$ cat config.mk
export PLATFORM = sky130hd
export DESIGN_NAME = vmaTop
export DESIGN_NICKNAME = d
export VERILOG_FILES = /design/src/common/vmaPkg.sv /design/src/common/vmaBus.sv /design/src/design/vmaTop.sv /design/src/vma/vmaContext.sv /design/src/vma/vmaDecode.sv /design/src/vma/vmaSource.sv
export VERILOG_INCLUDE_DIRS = /design/src /design/src/common
export SDC_FILE = /design/constraint.sdc
export NUM_CORES = 1
export LEC_CHECK = 0
export ABC_AREA = 1
export BUFFER_PORTS_ARGS = -buffer_cell sky130_fd_sc_hd__buf_4
export CORE_MARGIN = 1
export CORE_UTILIZATION = 25
export DETAILED_ROUTE_END_ITERATION = 8
export HOLD_SLACK_MARGIN = 0.06
export SYNTH_ARGS = -nofsm -noshare
export SYNTH_HDL_FRONTEND = slang
export SYNTH_SLANG_ARGS = --single-unit
$ cat constraint.sdc
create_clock -name clk -period 1.7 [get_ports clk]
set_input_delay 0.085 -clock clk [delete_from_list [all_inputs] [get_ports clk]]
set_output_delay 0.085 -clock clk [all_outputs]
set_load 0.005 [all_outputs]
$ cat src/common/vma_params.svh
`ifndef VMA_PARAMS_SVH
`define VMA_PARAMS_SVH

// Full virtual address, original bits 12..35
`define VMA_WIDTH 24

// Section number, original bits 13..17
`define VMA_SECTION_WIDTH 5

// In-section offset, original bits 18..35
`define VMA_OFFSET_WIDTH 18

// Microcode magic field fed to the address adder
`define VMA_MAGIC_WIDTH 5

// Diagnostic bus and data path word
`define EBUS_WIDTH 36

`endif

$ cat src/common/vmaPkg.sv
`include "vma_params.svh"

package vmaPkg;

  // Offset split as the decode logic sees it
  typedef struct packed {
    logic [1:0] hiPair;
    logic [7:0] page;
    logic [7:0] low;
  } vmaOffset_t;

  typedef struct packed {
    logic                            misc;
    logic [`VMA_SECTION_WIDTH-1:0]   section;
    vmaOffset_t                      offset;
  } vmaFields_t;

  // Flat view for counting and compares, field view for decode
  typedef union packed {
    logic [`VMA_WIDTH-1:0] flat;
    vmaFields_t            f;
  } vmaWord_u;

  // Section source on a VMA load
  typedef enum logic [1:0] {
    keepVma     = 2'd0,
    fromPc      = 2'd1,
    fromPrevSec = 2'd2,
    fromAd      = 2'd3
  } sectionSrc_e;

  typedef enum logic [2:0] {
    diagVma     = 3'd0,
    diagPc      = 3'd1,
    diagHeld    = 3'd2,
    diagAdrBrk  = 3'd3,
    diagPrevSec = 3'd4,
    diagFlags   = 3'd5,
    diagRsvd6   = 3'd6,
    diagRsvd7   = 3'd7
  } diagSel_e;

endpackage

$ cat src/common/vmaBus.sv
`include "vma_params.svh"

interface vmaBus;
  import vmaPkg::*;

  // Current VMA, written by the source block
  vmaWord_u vma;

  // Context registers
  vmaWord_u pc;
  vmaWord_u held;
  vmaWord_u adrBrk;
  logic [`VMA_SECTION_WIDTH-1:0] prevSec;

  modport source (
    input  pc,
    input  prevSec,
    output vma
  );

  modport ctx (
    input  vma,
    output pc,
    output held,
    output prevSec,
    output adrBrk
  );

  modport decode (
    input vma,
    input pc,
    input held,
    input prevSec,
    input adrBrk
  );

endinterface

$ cat src/design/vmaTop.sv
`include "vma_params.svh"

module vmaTop (
  input  logic                          clk,
  input  logic                          reset,
  input  logic [`EBUS_WIDTH-1:0]        ad,
  input  logic [`VMA_MAGIC_WIDTH-1:0]   magic,
  input  logic                          magicEn,
  input  logic                          vmaLoad,
  input  logic                          vmaCount,
  input  logic                          vmaAdSel,
  input  logic                          vmaInc,
  input  vmaPkg::sectionSrc_e           sectionSrc,
  input  logic                          sectionEn,
  input  logic                          loadPc,
  input  logic                          loadHeld,
  input  logic                          selHeld,
  input  logic                          loadPrevContext,
  input  logic                          dataoApr,
  input  logic                          vmaExtended,
  input  logic                          vmaFetch,
  input  logic                          pageUebrRef,
  input  logic                          readOrWrite,
  input  logic                          adrErr,
  input  logic                          readVma,
  input  vmaPkg::diagSel_e              diagSel,
  output logic [`VMA_WIDTH-1:0]         vma,
  output logic [`VMA_WIDTH-1:0]         pc,
  output logic [`VMA_WIDTH-1:0]         heldOrPc,
  output logic                          acRef,
  output logic                          match,
  output logic [`EBUS_WIDTH-1:0]        ebusData,
  output logic                          ebusDriving
);

  vmaBus bus ();

  vmaSource i_vmaSource (
    .clk(clk), .reset(reset), .ad(ad), .magic(magic), .magicEn(magicEn),
    .vmaAdSel(vmaAdSel), .vmaInc(vmaInc), .sectionSrc(sectionSrc),
    .sectionEn(sectionEn), .vmaLoad(vmaLoad), .vmaCount(vmaCount), .bus(bus)
  );

  vmaContext i_vmaContext (
    .clk(clk), .reset(reset), .ad(ad), .loadPc(loadPc), .loadHeld(loadHeld),
    .selHeld(selHeld), .loadPrevContext(loadPrevContext), .dataoApr(dataoApr),
    .heldOrPc(heldOrPc), .bus(bus)
  );

  vmaDecode i_vmaDecode (
    .vmaExtended(vmaExtended), .vmaFetch(vmaFetch), .pageUebrRef(pageUebrRef),
    .readOrWrite(readOrWrite), .adrErr(adrErr), .readVma(readVma),
    .diagSel(diagSel), .acRef(acRef), .match(match), .ebusData(ebusData),
    .ebusDriving(ebusDriving), .bus(bus)
  );

  assign vma = bus.vma.flat;
  assign pc  = bus.pc.flat;

endmodule

$ cat src/vma/vmaContext.sv
`include "vma_params.svh"

module vmaContext (
  input  logic                    clk,
  input  logic                    reset,
  input  logic [`EBUS_WIDTH-1:0]  ad,
  input  logic                    loadPc,
  input  logic                    loadHeld,
  input  logic                    selHeld,
  input  logic                    loadPrevContext,
  input  logic                    dataoApr,
  output logic [`VMA_WIDTH-1:0]   heldOrPc,
  vmaBus.ctx                      bus
);
  import vmaPkg::*;

  vmaWord_u adWord;
  vmaWord_u pcReg;
  vmaWord_u heldReg;
  vmaWord_u adrBrkReg;
  logic [`VMA_SECTION_WIDTH-1:0] prevSecReg;

  assign adWord.flat = ad[`VMA_WIDTH-1:0];

  // PC and held copies of the VMA
  always_ff @(posedge clk) begin
    if (reset) begin
      pcReg   <= '0;
      heldReg <= '0;
    end else begin
      if (loadPc) begin
        pcReg <= bus.vma;
      end
      if (loadHeld) begin
        heldReg <= bus.vma;
      end
    end
  end

  // Previous context section and address break, both from the data path
  always_ff @(posedge clk) begin
    if (reset) begin
      prevSecReg <= '0;
      adrBrkReg  <= '0;
    end else begin
      if (loadPrevContext) begin
        prevSecReg <= adWord.f.section;
      end
      if (dataoApr) begin
        // No misc bit in the break address
        adrBrkReg.flat <= {1'b0, adWord.flat[`VMA_WIDTH-2:0]};
      end
    end
  end

  assign bus.pc      = pcReg;
  assign bus.held    = heldReg;
  assign bus.prevSec = prevSecReg;
  assign bus.adrBrk  = adrBrkReg;

  always_comb begin
    if (selHeld) begin
      heldOrPc = heldReg.flat;
    end else begin
      heldOrPc = pcReg.flat;
    end
  end

  adrBrkMiscZero: assert property (
    @(posedge clk) disable iff (reset) bus.adrBrk.f.misc == 1'b0
  );

endmodule

$ cat src/vma/vmaDecode.sv
`include "vma_params.svh"

module vmaDecode (
  input  logic                    vmaExtended,
  input  logic                    vmaFetch,
  input  logic                    pageUebrRef,
  input  logic                    readOrWrite,
  input  logic                    adrErr,
  input  logic                    readVma,
  input  vmaPkg::diagSel_e        diagSel,
  output logic                    acRef,
  output logic                    match,
  output logic [`EBUS_WIDTH-1:0]  ebusData,
  output logic                    ebusDriving,
  vmaBus.decode                   bus
);
  import vmaPkg::*;

  logic vmaSecZero;
  logic pcSecZero;
  logic prevSecZero;
  logic miscZero;
  logic pageZero;
  logic lowNibbleZero;
  logic isLocal;
  logic localAc;

  assign vmaSecZero  = bus.vma.f.section == '0;
  assign pcSecZero   = bus.pc.f.section == '0;
  assign prevSecZero = bus.prevSec == '0;

  assign miscZero = ~bus.vma.f.misc & (bus.vma.f.offset.hiPair == '0) & ~adrErr;

  assign pageZero = bus.vma.f.offset.page == '0;

  // Top nibble of the low byte, original bits 28..31
  assign lowNibbleZero = bus.vma.f.offset.low[7:4] == '0;

  // Unextended, fetch, or section zero all reference locally
  assign isLocal = ~vmaExtended | vmaFetch | vmaSecZero;

  assign acRef = pageZero &
                 (miscZero | lowNibbleZero) &
                 pageUebrRef &
                 readOrWrite &
                 isLocal;

  assign localAc = ~vmaSecZero & isLocal & miscZero & pageZero;

  // Break compare skips the misc bit
  assign match = bus.vma.flat[`VMA_WIDTH-2:0] == bus.adrBrk.flat[`VMA_WIDTH-2:0];

  always_comb begin
    ebusData = '0;
    if (readVma) begin
      case (diagSel)
        diagVma:     ebusData[`VMA_WIDTH-1:0] = bus.vma.flat;
        diagPc:      ebusData[`VMA_WIDTH-1:0] = bus.pc.flat;
        diagHeld:    ebusData[`VMA_WIDTH-1:0] = bus.held.flat;
        diagAdrBrk:  ebusData[`VMA_WIDTH-1:0] = bus.adrBrk.flat;
        diagPrevSec: ebusData[`VMA_SECTION_WIDTH-1:0] = bus.prevSec;
        diagFlags: begin
          ebusData[6:0] = {prevSecZero, pcSecZero, vmaSecZero, miscZero,
                           match, localAc, acRef};
        end
        default:     ebusData = '0;
      endcase
    end
  end

  assign ebusDriving = readVma;

  // Bus stays quiet whenever another board may own it
  always_comb begin
    ebusIdleZero: assert (ebusDriving || (ebusData == '0));
  end

endmodule

$ cat src/vma/vmaSource.sv
`include "vma_params.svh"

module vmaSource (
  input  logic                          clk,
  input  logic                          reset,
  input  logic [`EBUS_WIDTH-1:0]        ad,
  input  logic [`VMA_MAGIC_WIDTH-1:0]   magic,
  input  logic                          magicEn,
  input  logic                          vmaAdSel,
  input  logic                          vmaInc,
  input  vmaPkg::sectionSrc_e           sectionSrc,
  input  logic                          sectionEn,
  input  logic                          vmaLoad,
  input  logic                          vmaCount,
  vmaBus.source                         bus
);
  import vmaPkg::*;

  vmaWord_u adWord;
  vmaWord_u vmaReg;
  vmaWord_u nextVma;

  logic [`VMA_OFFSET_WIDTH-1:0]  addend;
  logic [`VMA_OFFSET_WIDTH-1:0]  adderSum;
  logic [`VMA_SECTION_WIDTH-1:0] sectionMux;

  // Only the low address bits of the data path matter here
  assign adWord.flat = ad[`VMA_WIDTH-1:0];

  // PC plus magic, or PC plus the increment carry-in
  always_comb begin
    if (magicEn) begin
      addend = {{(`VMA_OFFSET_WIDTH-`VMA_MAGIC_WIDTH){1'b0}}, magic};
    end else begin
      addend = {{(`VMA_OFFSET_WIDTH-1){1'b0}}, vmaInc};
    end
    adderSum = bus.pc.f.offset + addend;
  end

  always_comb begin
    sectionMux = vmaReg.f.section;
    if (sectionEn) begin
      case (sectionSrc)
        keepVma:     sectionMux = vmaReg.f.section;
        fromPc:      sectionMux = bus.pc.f.section;
        fromPrevSec: sectionMux = bus.prevSec;
        fromAd:      sectionMux = adWord.f.section;
        default:     sectionMux = vmaReg.f.section;
      endcase
    end
  end

  always_comb begin
    nextVma.f.misc    = adWord.f.misc;
    nextVma.f.section = sectionMux;
    if (vmaAdSel) begin
      nextVma.f.offset = adWord.f.offset;
    end else begin
      nextVma.f.offset = adderSum;
    end
  end

  // Load wins over count
  always_ff @(posedge clk) begin
    if (reset) begin
      vmaReg <= '0;
    end else if (vmaLoad) begin
      vmaReg <= nextVma;
    end else if (vmaCount) begin
      // Flat count so the offset carries into the section
      vmaReg.flat <= vmaReg.flat + 1'b1;
    end
  end

  assign bus.vma = vmaReg;

  vmaZeroAfterReset: assert property (
    @(posedge clk) reset |=> (bus.vma.flat == '0)
  );

endmodule
# [Word-level counts from Yosys, hierarchy flattened]
# Index checks and enable logic that the tools add are counted.
[classes] add_sub_neg=2 n_bitwise=16 eq_ne=11 reduce_logical=10 muxes=11
[ops] cell="2-to-1 mux 24 bit" count=4
[ops] cell="case mux 17 bit (4 select lines)" count=1
[ops] cell="case mux 5 bit (6 select lines)" count=1
[ops] cell="adder 24 x 1 -> 24 bit (second input constant)" count=1
[ops] cell="equality test 23 bit" count=1
[ops] cell="adder 18 x 5 -> 18 bit" count=1
[ops] cell="2-to-1 mux 18 bit" count=1
[ops] cell="zero test 5 bit" count=3
[ops] cell="case mux 5 bit (3 select lines)" count=1
[ops] cell="2-to-1 mux 5 bit" count=2
[ops] cell="case mux 2 bit (5 select lines)" count=1
[ops] cell="AND 1 bit" count=9
[ops] cell="zero test 8 bit" count=1
[ops] cell="equality test 3 x 2 -> 1 bit (second input constant)" count=2
[ops] cell="equality test 3 bit (second input constant)" count=2
[ops] cell="equality test 2 bit (second input constant)" count=2
[ops] cell="zero test 2 bit" count=2
[ops] cell="zero test 4 bit" count=1
[ops] cell="inverter 1 bit" count=4
[ops] cell="equality test 3 x 1 -> 1 bit (second input constant)" count=1
[ops] cell="zero test 3 bit" count=1
[ops] cell="OR 1 bit" count=3
[ops] cell="AND reduction 3 bit" count=1
[ops] cell="equality test 2 x 1 -> 1 bit (second input constant)" count=1
[ops] cell="other kinds (3)" count=3
[totals] register_bits=100 inputBits=65

# [Longest topological paths before layout]
[logic_depth] word_depth=10 mapped_depth=16

# [By module]
# From an unflattened synthesis, not the netlist that was laid out.
[unflattened] hier_cells=1306 area_unflattened_um2=7463.4
[by_module_without_submodules] module="vmaContext" n_inst=1 area_per_inst_um2=3352.0 cells_per_inst=531
[by_module_without_submodules] module="vmaSource" n_inst=1 area_per_inst_um2=2653.8 cells_per_inst=484
[by_module_without_submodules] module="vmaDecode" n_inst=1 area_per_inst_um2=1457.6 cells_per_inst=291

# [Least setup slack after synthesis]
# Ideal clock, no wire load.
[synth_path] path_type="register to register" from="register i_vmaContext.pcReg, in the netlist i_vmaContext.bus.pc[0]" to="register i_vmaSource.vmaReg, in the netlist i_vmaSource.bus.vma[10]" arrival_time_ns=1.731 path_stages_with_launch=14 t_required_ns=1.578 setup_slack_ns=-0.153 path_buffers=0 cell_sequence="dfxtp_1 -> ha_1 -> inv_1 -> fa_1 -> inv_1 -> nand3_1 -> nand2_1 -> nand2_1 -> nand2_1 -> nand2_1 -> nand2_1 -> nand2_1 -> o21ai_0 -> a21oi_1"
[synth_via] elab_chain_cells=3
[synth_lines] item="start, declared" line_no="vmaContext.sv:18" source="vmaWord_u pcReg;"
[synth_lines] item="start signal, assigned" line_no="vmaContext.sv:32" source="pcReg <= bus.vma;"
[synth_lines] item="adder 18 x 5 -> 18 bit" line_no="vmaSource.sv:37" source="adderSum = bus.pc.f.offset + addend;"
[synth_lines] item="2-to-1 mux 18 bit" line_no="vmaSource.sv:56" source="if (vmaAdSel) begin"
[synth_lines] item="2-to-1 mux 24 bit" line_no="vmaSource.sv:67" source="end else if (vmaLoad) begin"
[synth_lines] item="end signal, assigned" line_no="vmaSource.sv:68" source="vmaReg <= nextVma;"
[synth_lines] item="end, declared" line_no="vmaSource.sv:20" source="vmaWord_u vmaReg;"
# No other way between the ends.
# A chain may end at the register's enable or synchronous reset.

# [Final worst setup path]
[layout_path] from="register i_vmaSource.vmaReg, in the netlist i_vmaSource.bus.vma[10]" to="output ebusData[0]"
[layout_via] elab_chain_cells=7
[layout_lines] item="zero test 8 bit" line_no="vmaDecode.sv:34" source="assign pageZero = bus.vma.f.offset.page == '0;"
[layout_lines] item="AND 1 bit" line_no="vmaDecode.sv:42" source="assign acRef = pageZero &"
[layout_lines] item="AND 1 bit" line_no="vmaDecode.sv:43" source="(miscZero | lowNibbleZero) &"
[layout_lines] item="AND 1 bit" line_no="vmaDecode.sv:44" source="pageUebrRef &"
[layout_lines] item="AND 1 bit" line_no="vmaDecode.sv:45" source="readOrWrite &"
[layout_lines] item="case mux 5 bit (6 select lines)" line_no="vmaDecode.sv:56" source="case (diagSel)"
[layout_lines] item="2-to-1 mux 24 bit" line_no="vmaDecode.sv:55" source="if (readVma) begin"
[layout_lines] item="end, declared" line_no="vmaTop.sv:32" source="output logic [`EBUS_WIDTH-1:0] ebusData,"
# No other way between the ends.

==> flow_metrics.py <==
metrics = {
    "power": {
        "power_per_cell_area_nw_per_um2": 680,
        "irDropWorstVdd_v": 0.000417,
        "p_leak_uw": 0.00433,
    },
    "global_routing": {
        "grt_pass1_wl_mm": 41.9,
        "antenna_violations_before_repair": 0,
        "grt.overflow.total": 0,
        "grt_start_max_net_pins": 53,
        "grtUsageTotal_pct": 20.6,
        "grt_pass1_vias": 7378,
    },
    "setup_path": {
        "worst-endpoint-arrival_ps": 1810,
        "r2r_setup_slack_ps": -120,
        "criticalPathCategory": "flop to primary output",
        "worstReg2RegEnd": "i_vmaSource.bus.vma[14]",
        "critical_path.reg2reg.startpoint": "i_vmaContext.bus.pc[0]",
        "crit_fanout": 3,
        "worst-endpoint-required_ps": 1620,
        "rr_worst_depth": 14,
        "critical_path.startpoint_type": "flop",
        "worstSetupEndpointType": "primary output",
    },
    "timing": {
        "timing.fmax_mhz": 528,
        "finalCriticalPeriod_ps": 1890,
        "hold-worst-slack_ps": 64.6,
        "max_slew.worst_pin.slew_ps": 711,
        "hold_violations": 0,
        "report.final.slew_viol_count": 0,
        "finClkSkew_ps": 6.24,
        "final-setup-viol-count": 11,
        "rsz0062_at_grt": "true",
        "layout_worst_path_cycle_share_pct": 111,
        "final_worst_setup_slack_ps": -194,
        "slew-limit-headroom_pct": 52.6,
    },
    "min_path": {
        "endpoint_of_the_worst_hold_timing_path": "i_vmaContext.bus.adrBrk[16]",
        "hold_depth": 3,
        "startpoint_of_the_tightest_hold_check_path": "ad[16]",
        "hold_path.class": "primary input to flop",
    },
    "clock_tree": {
        "root_buffer": "clkbuf_16",
        "cts-buffers-inserted": 9,
        "clock_insertion_delay_worst_skew_ps": 360,
        "tritoncts": "built",
        "ctsHtreeMaxLevel": 3,
        "clk_transition_reported_paths_ps": 70,
        "clock_path_buffers": 2,
        "tritoncts_num_sinks": 100,
    },
    "drt": {
        "met1_length_mm": 12.6,
        "maxUsedRoutingLayer": "met4",
        "drt-pass1-iter-count": 5,
        "met3WireLength_mm": 1.81,
        "vias": 7823,
        "routed_wl_mm": 27.8,
        "route.detailed.vias_per_inst": 4.95,
        "drc": 0,
        "initialDrtViolationCount": 566,
        "drt-wirelength-per-cell_um": 17.6,
        "dr_wl_met2_mm": 12.9,
        "route.antenna.remaining_nets": 0,
    },
    "floorplan": {
        "std_cell_rows": 58,
        "height_of_the_die_um": 163,
        "fp.coreArea_um2": 25300,
        "die-area_um2": 26700,
        "initial_core_util_pct": 25.7,
        "die_width_um": 163,
        "design.portCount": 176,
    },
    "placement": {
        "pre_cts_ws_ps": -229,
        "place.detailed.hpwl_mm": 21.2,
        "placement.io_buffers": 151,
        "placedInstanceArea_um2": 8550,
        "place_congestion": 0.908,
    },
    "yosys": {
        "synth_most_common_cell": "nand2_1",
        "synthesis.area_um2": 6500,
        "synth_top_area_cell": "dfxtp_1",
        "number_of_cells_produced_by_synthesis": 1002,
        "ys_dominant_reg_cell": "dfxtp_1",
        "top_cells_by_area_in_the_synthesized_netlist": "dfxtp_1 31%, o21ai_0 11%, a21oi_1 10%, nand2_1 9.4%, inv_1 6.6%",
        "synthesis.area_per_instance_um2": 6.49,
        "synth_edf_count": 0,
        "synth_register_bits": 100,
        "ys_top_cells_by_count": "163 x nand2_1, 139 x o21ai_0, 132 x a21oi_1",
        "yosysUniqueCellTypes": 42,
        "synthArstFlopShare_pct": 0,
        "synth.yosys.warnings": 0,
        "ys_seq_area_share_pct": 30.8,
        "synth_top_area_share_pct": 30.8,
    },
    "final_layout": {
        "design_area_um2": 9660,
        "final_net_count": 1318,
        "area_growth_syn_to_layout_pct": 48.5,
        "final-seq-area_um2": 2060,
        "antennaDiodeCount": 0,
        "fillerInstances": 2652,
        "drive_gt1_share_pct": 32.6,
        "multi_input_area_um2": 4120,
    },
    "run_status": {
        "run_status": "finished with violations",
        "failed_checks": "setup timing",
    },
    "flow_run": {
        "timing.max_cap.violations": 0,
    },
}
==> cell families (layout without fill, tap and decap cells) <==
| group | after synthesis | in the layout | synth area share, % |
|---|---|---|---|
| multiplexers | 3 | 3 | 0.519 |
| AND/OR/NAND/NOR | 340 | 340 | 23.1 |
| XOR/XNOR | 30 | 30 | 4.04 |
| other | 1 | 12 | 0.0577 |
| AO/OA/AOI/OAI | 331 | 331 | 27.9 |
| flip-flops | 100 | 100 | 30.8 |
| adder cells (fa/ha/maj) | 7 | 7 | 1.46 |
| buffers and inverters | 190 | 427 | 12.1 |
==> state kept, by name, summed over array words and instances (netlist names) <==
signal	flops
i_vmaContext.bus.adrBrk	23
i_vmaContext.bus.held	24
i_vmaContext.bus.pc	24
i_vmaContext.bus.prevSec	5
i_vmaSource.bus.vma	24
==> critical path, cell delays in order, from the launching register on <==
cell and delay (ps):
dfxtp_2 340, buf_6 120, inv_2 40, nand4_1 120, nor3_2 140, buf_4 170
and3b_1 180, nand3_1 90, a21oi_2 130, buf_4 120
==> stage by stage <==
stage / std cells / power (µW) / TNS, ps / util (%)
finish: 1580 / 6570 / -1060 / 38.1
global route: 1580 / 6870 / -2490 / 38.1
CTS: 1572 / 6500 / -961 / 36.9
detailed placement: 1522 / 4400 / -2180 / 33.8
global placement: 1522 / 4390 / -1720 / 33.8
floorplan: 1013 / 3510 / -6.35 / -
==> worst max path at each step <==
stage | from | end | slack [ps] | cells after the start
2_1_floorplan | i_vmaContext.bus.pc[0] | i_vmaSource.bus.vma[10] | -6 | 13
6_report | i_vmaSource.bus.vma[10] | ebusData[0] | -190 | 9
3_5_place_dp | magicEn | i_vmaSource.bus.vma[10] | -230 | 15
5_1_grt | i_vmaSource.bus.vma[10] | ebusData[0] | -290 | 9
3_3_place_gp | magicEn | i_vmaSource.bus.vma[16] | -220 | 17
4_1_cts | i_vmaSource.bus.vma[10] | ebusData[0] | -180 | 9
==> power by group <==
| group | internal, µW | leakage, µW | total, µW | switching (µW) |
|---|---|---|---|---|
| logic | 872 | 0.00335 | 1880 | 1010 |
| clock network | 1060 | 0.000135 | 1980 | 921 |
| registers | 2510 | 0.000840 | 2710 | 193 |
==> placed cells by master (no fill, tap or decap), types with 20 or more instances in the layout <==
cell,n
dfxtp_1,75
nand3_1,40
o22ai_1,22
buf_4,256
xor2_1,20
nor2_1,64
nand2_1,147
o21ai_0,133
a21oi_1,124
inv_1,102
dlygate4sd3_1,25
==> layout make-up <==
type | count | area share (%)
Timing Repair Buffer | 294 | 24.3
Clock buffer | 13 | 2.70
Clock inverter | 2 | 0.104
Sequential cell | 100 | 21.3
Tap cell | 330 | 4.28
Multi-Input combinational cell | 723 | 42.7
Inverter | 118 | 4.67
==> timing repair <==
action	CTS	global route
setup endpoints to repair	24	28
endpoints found under the hold margin	34	0
hold buffers	25	0
pin swaps	18	39
gates resized for setup	71	74
cloned	0	0
setup buffers	11	10
==> routing by layer <==
layer | global-route usage (%) | vias up
li1 | - | 3848
met1 | 28.1 | 3641
met2 | 33.6 | 301
met3 | 3.07 | 33
met4 | 5.31 | 0
met5 | 0 | -
No activity file was read; power rests on OpenSTA's default activity.
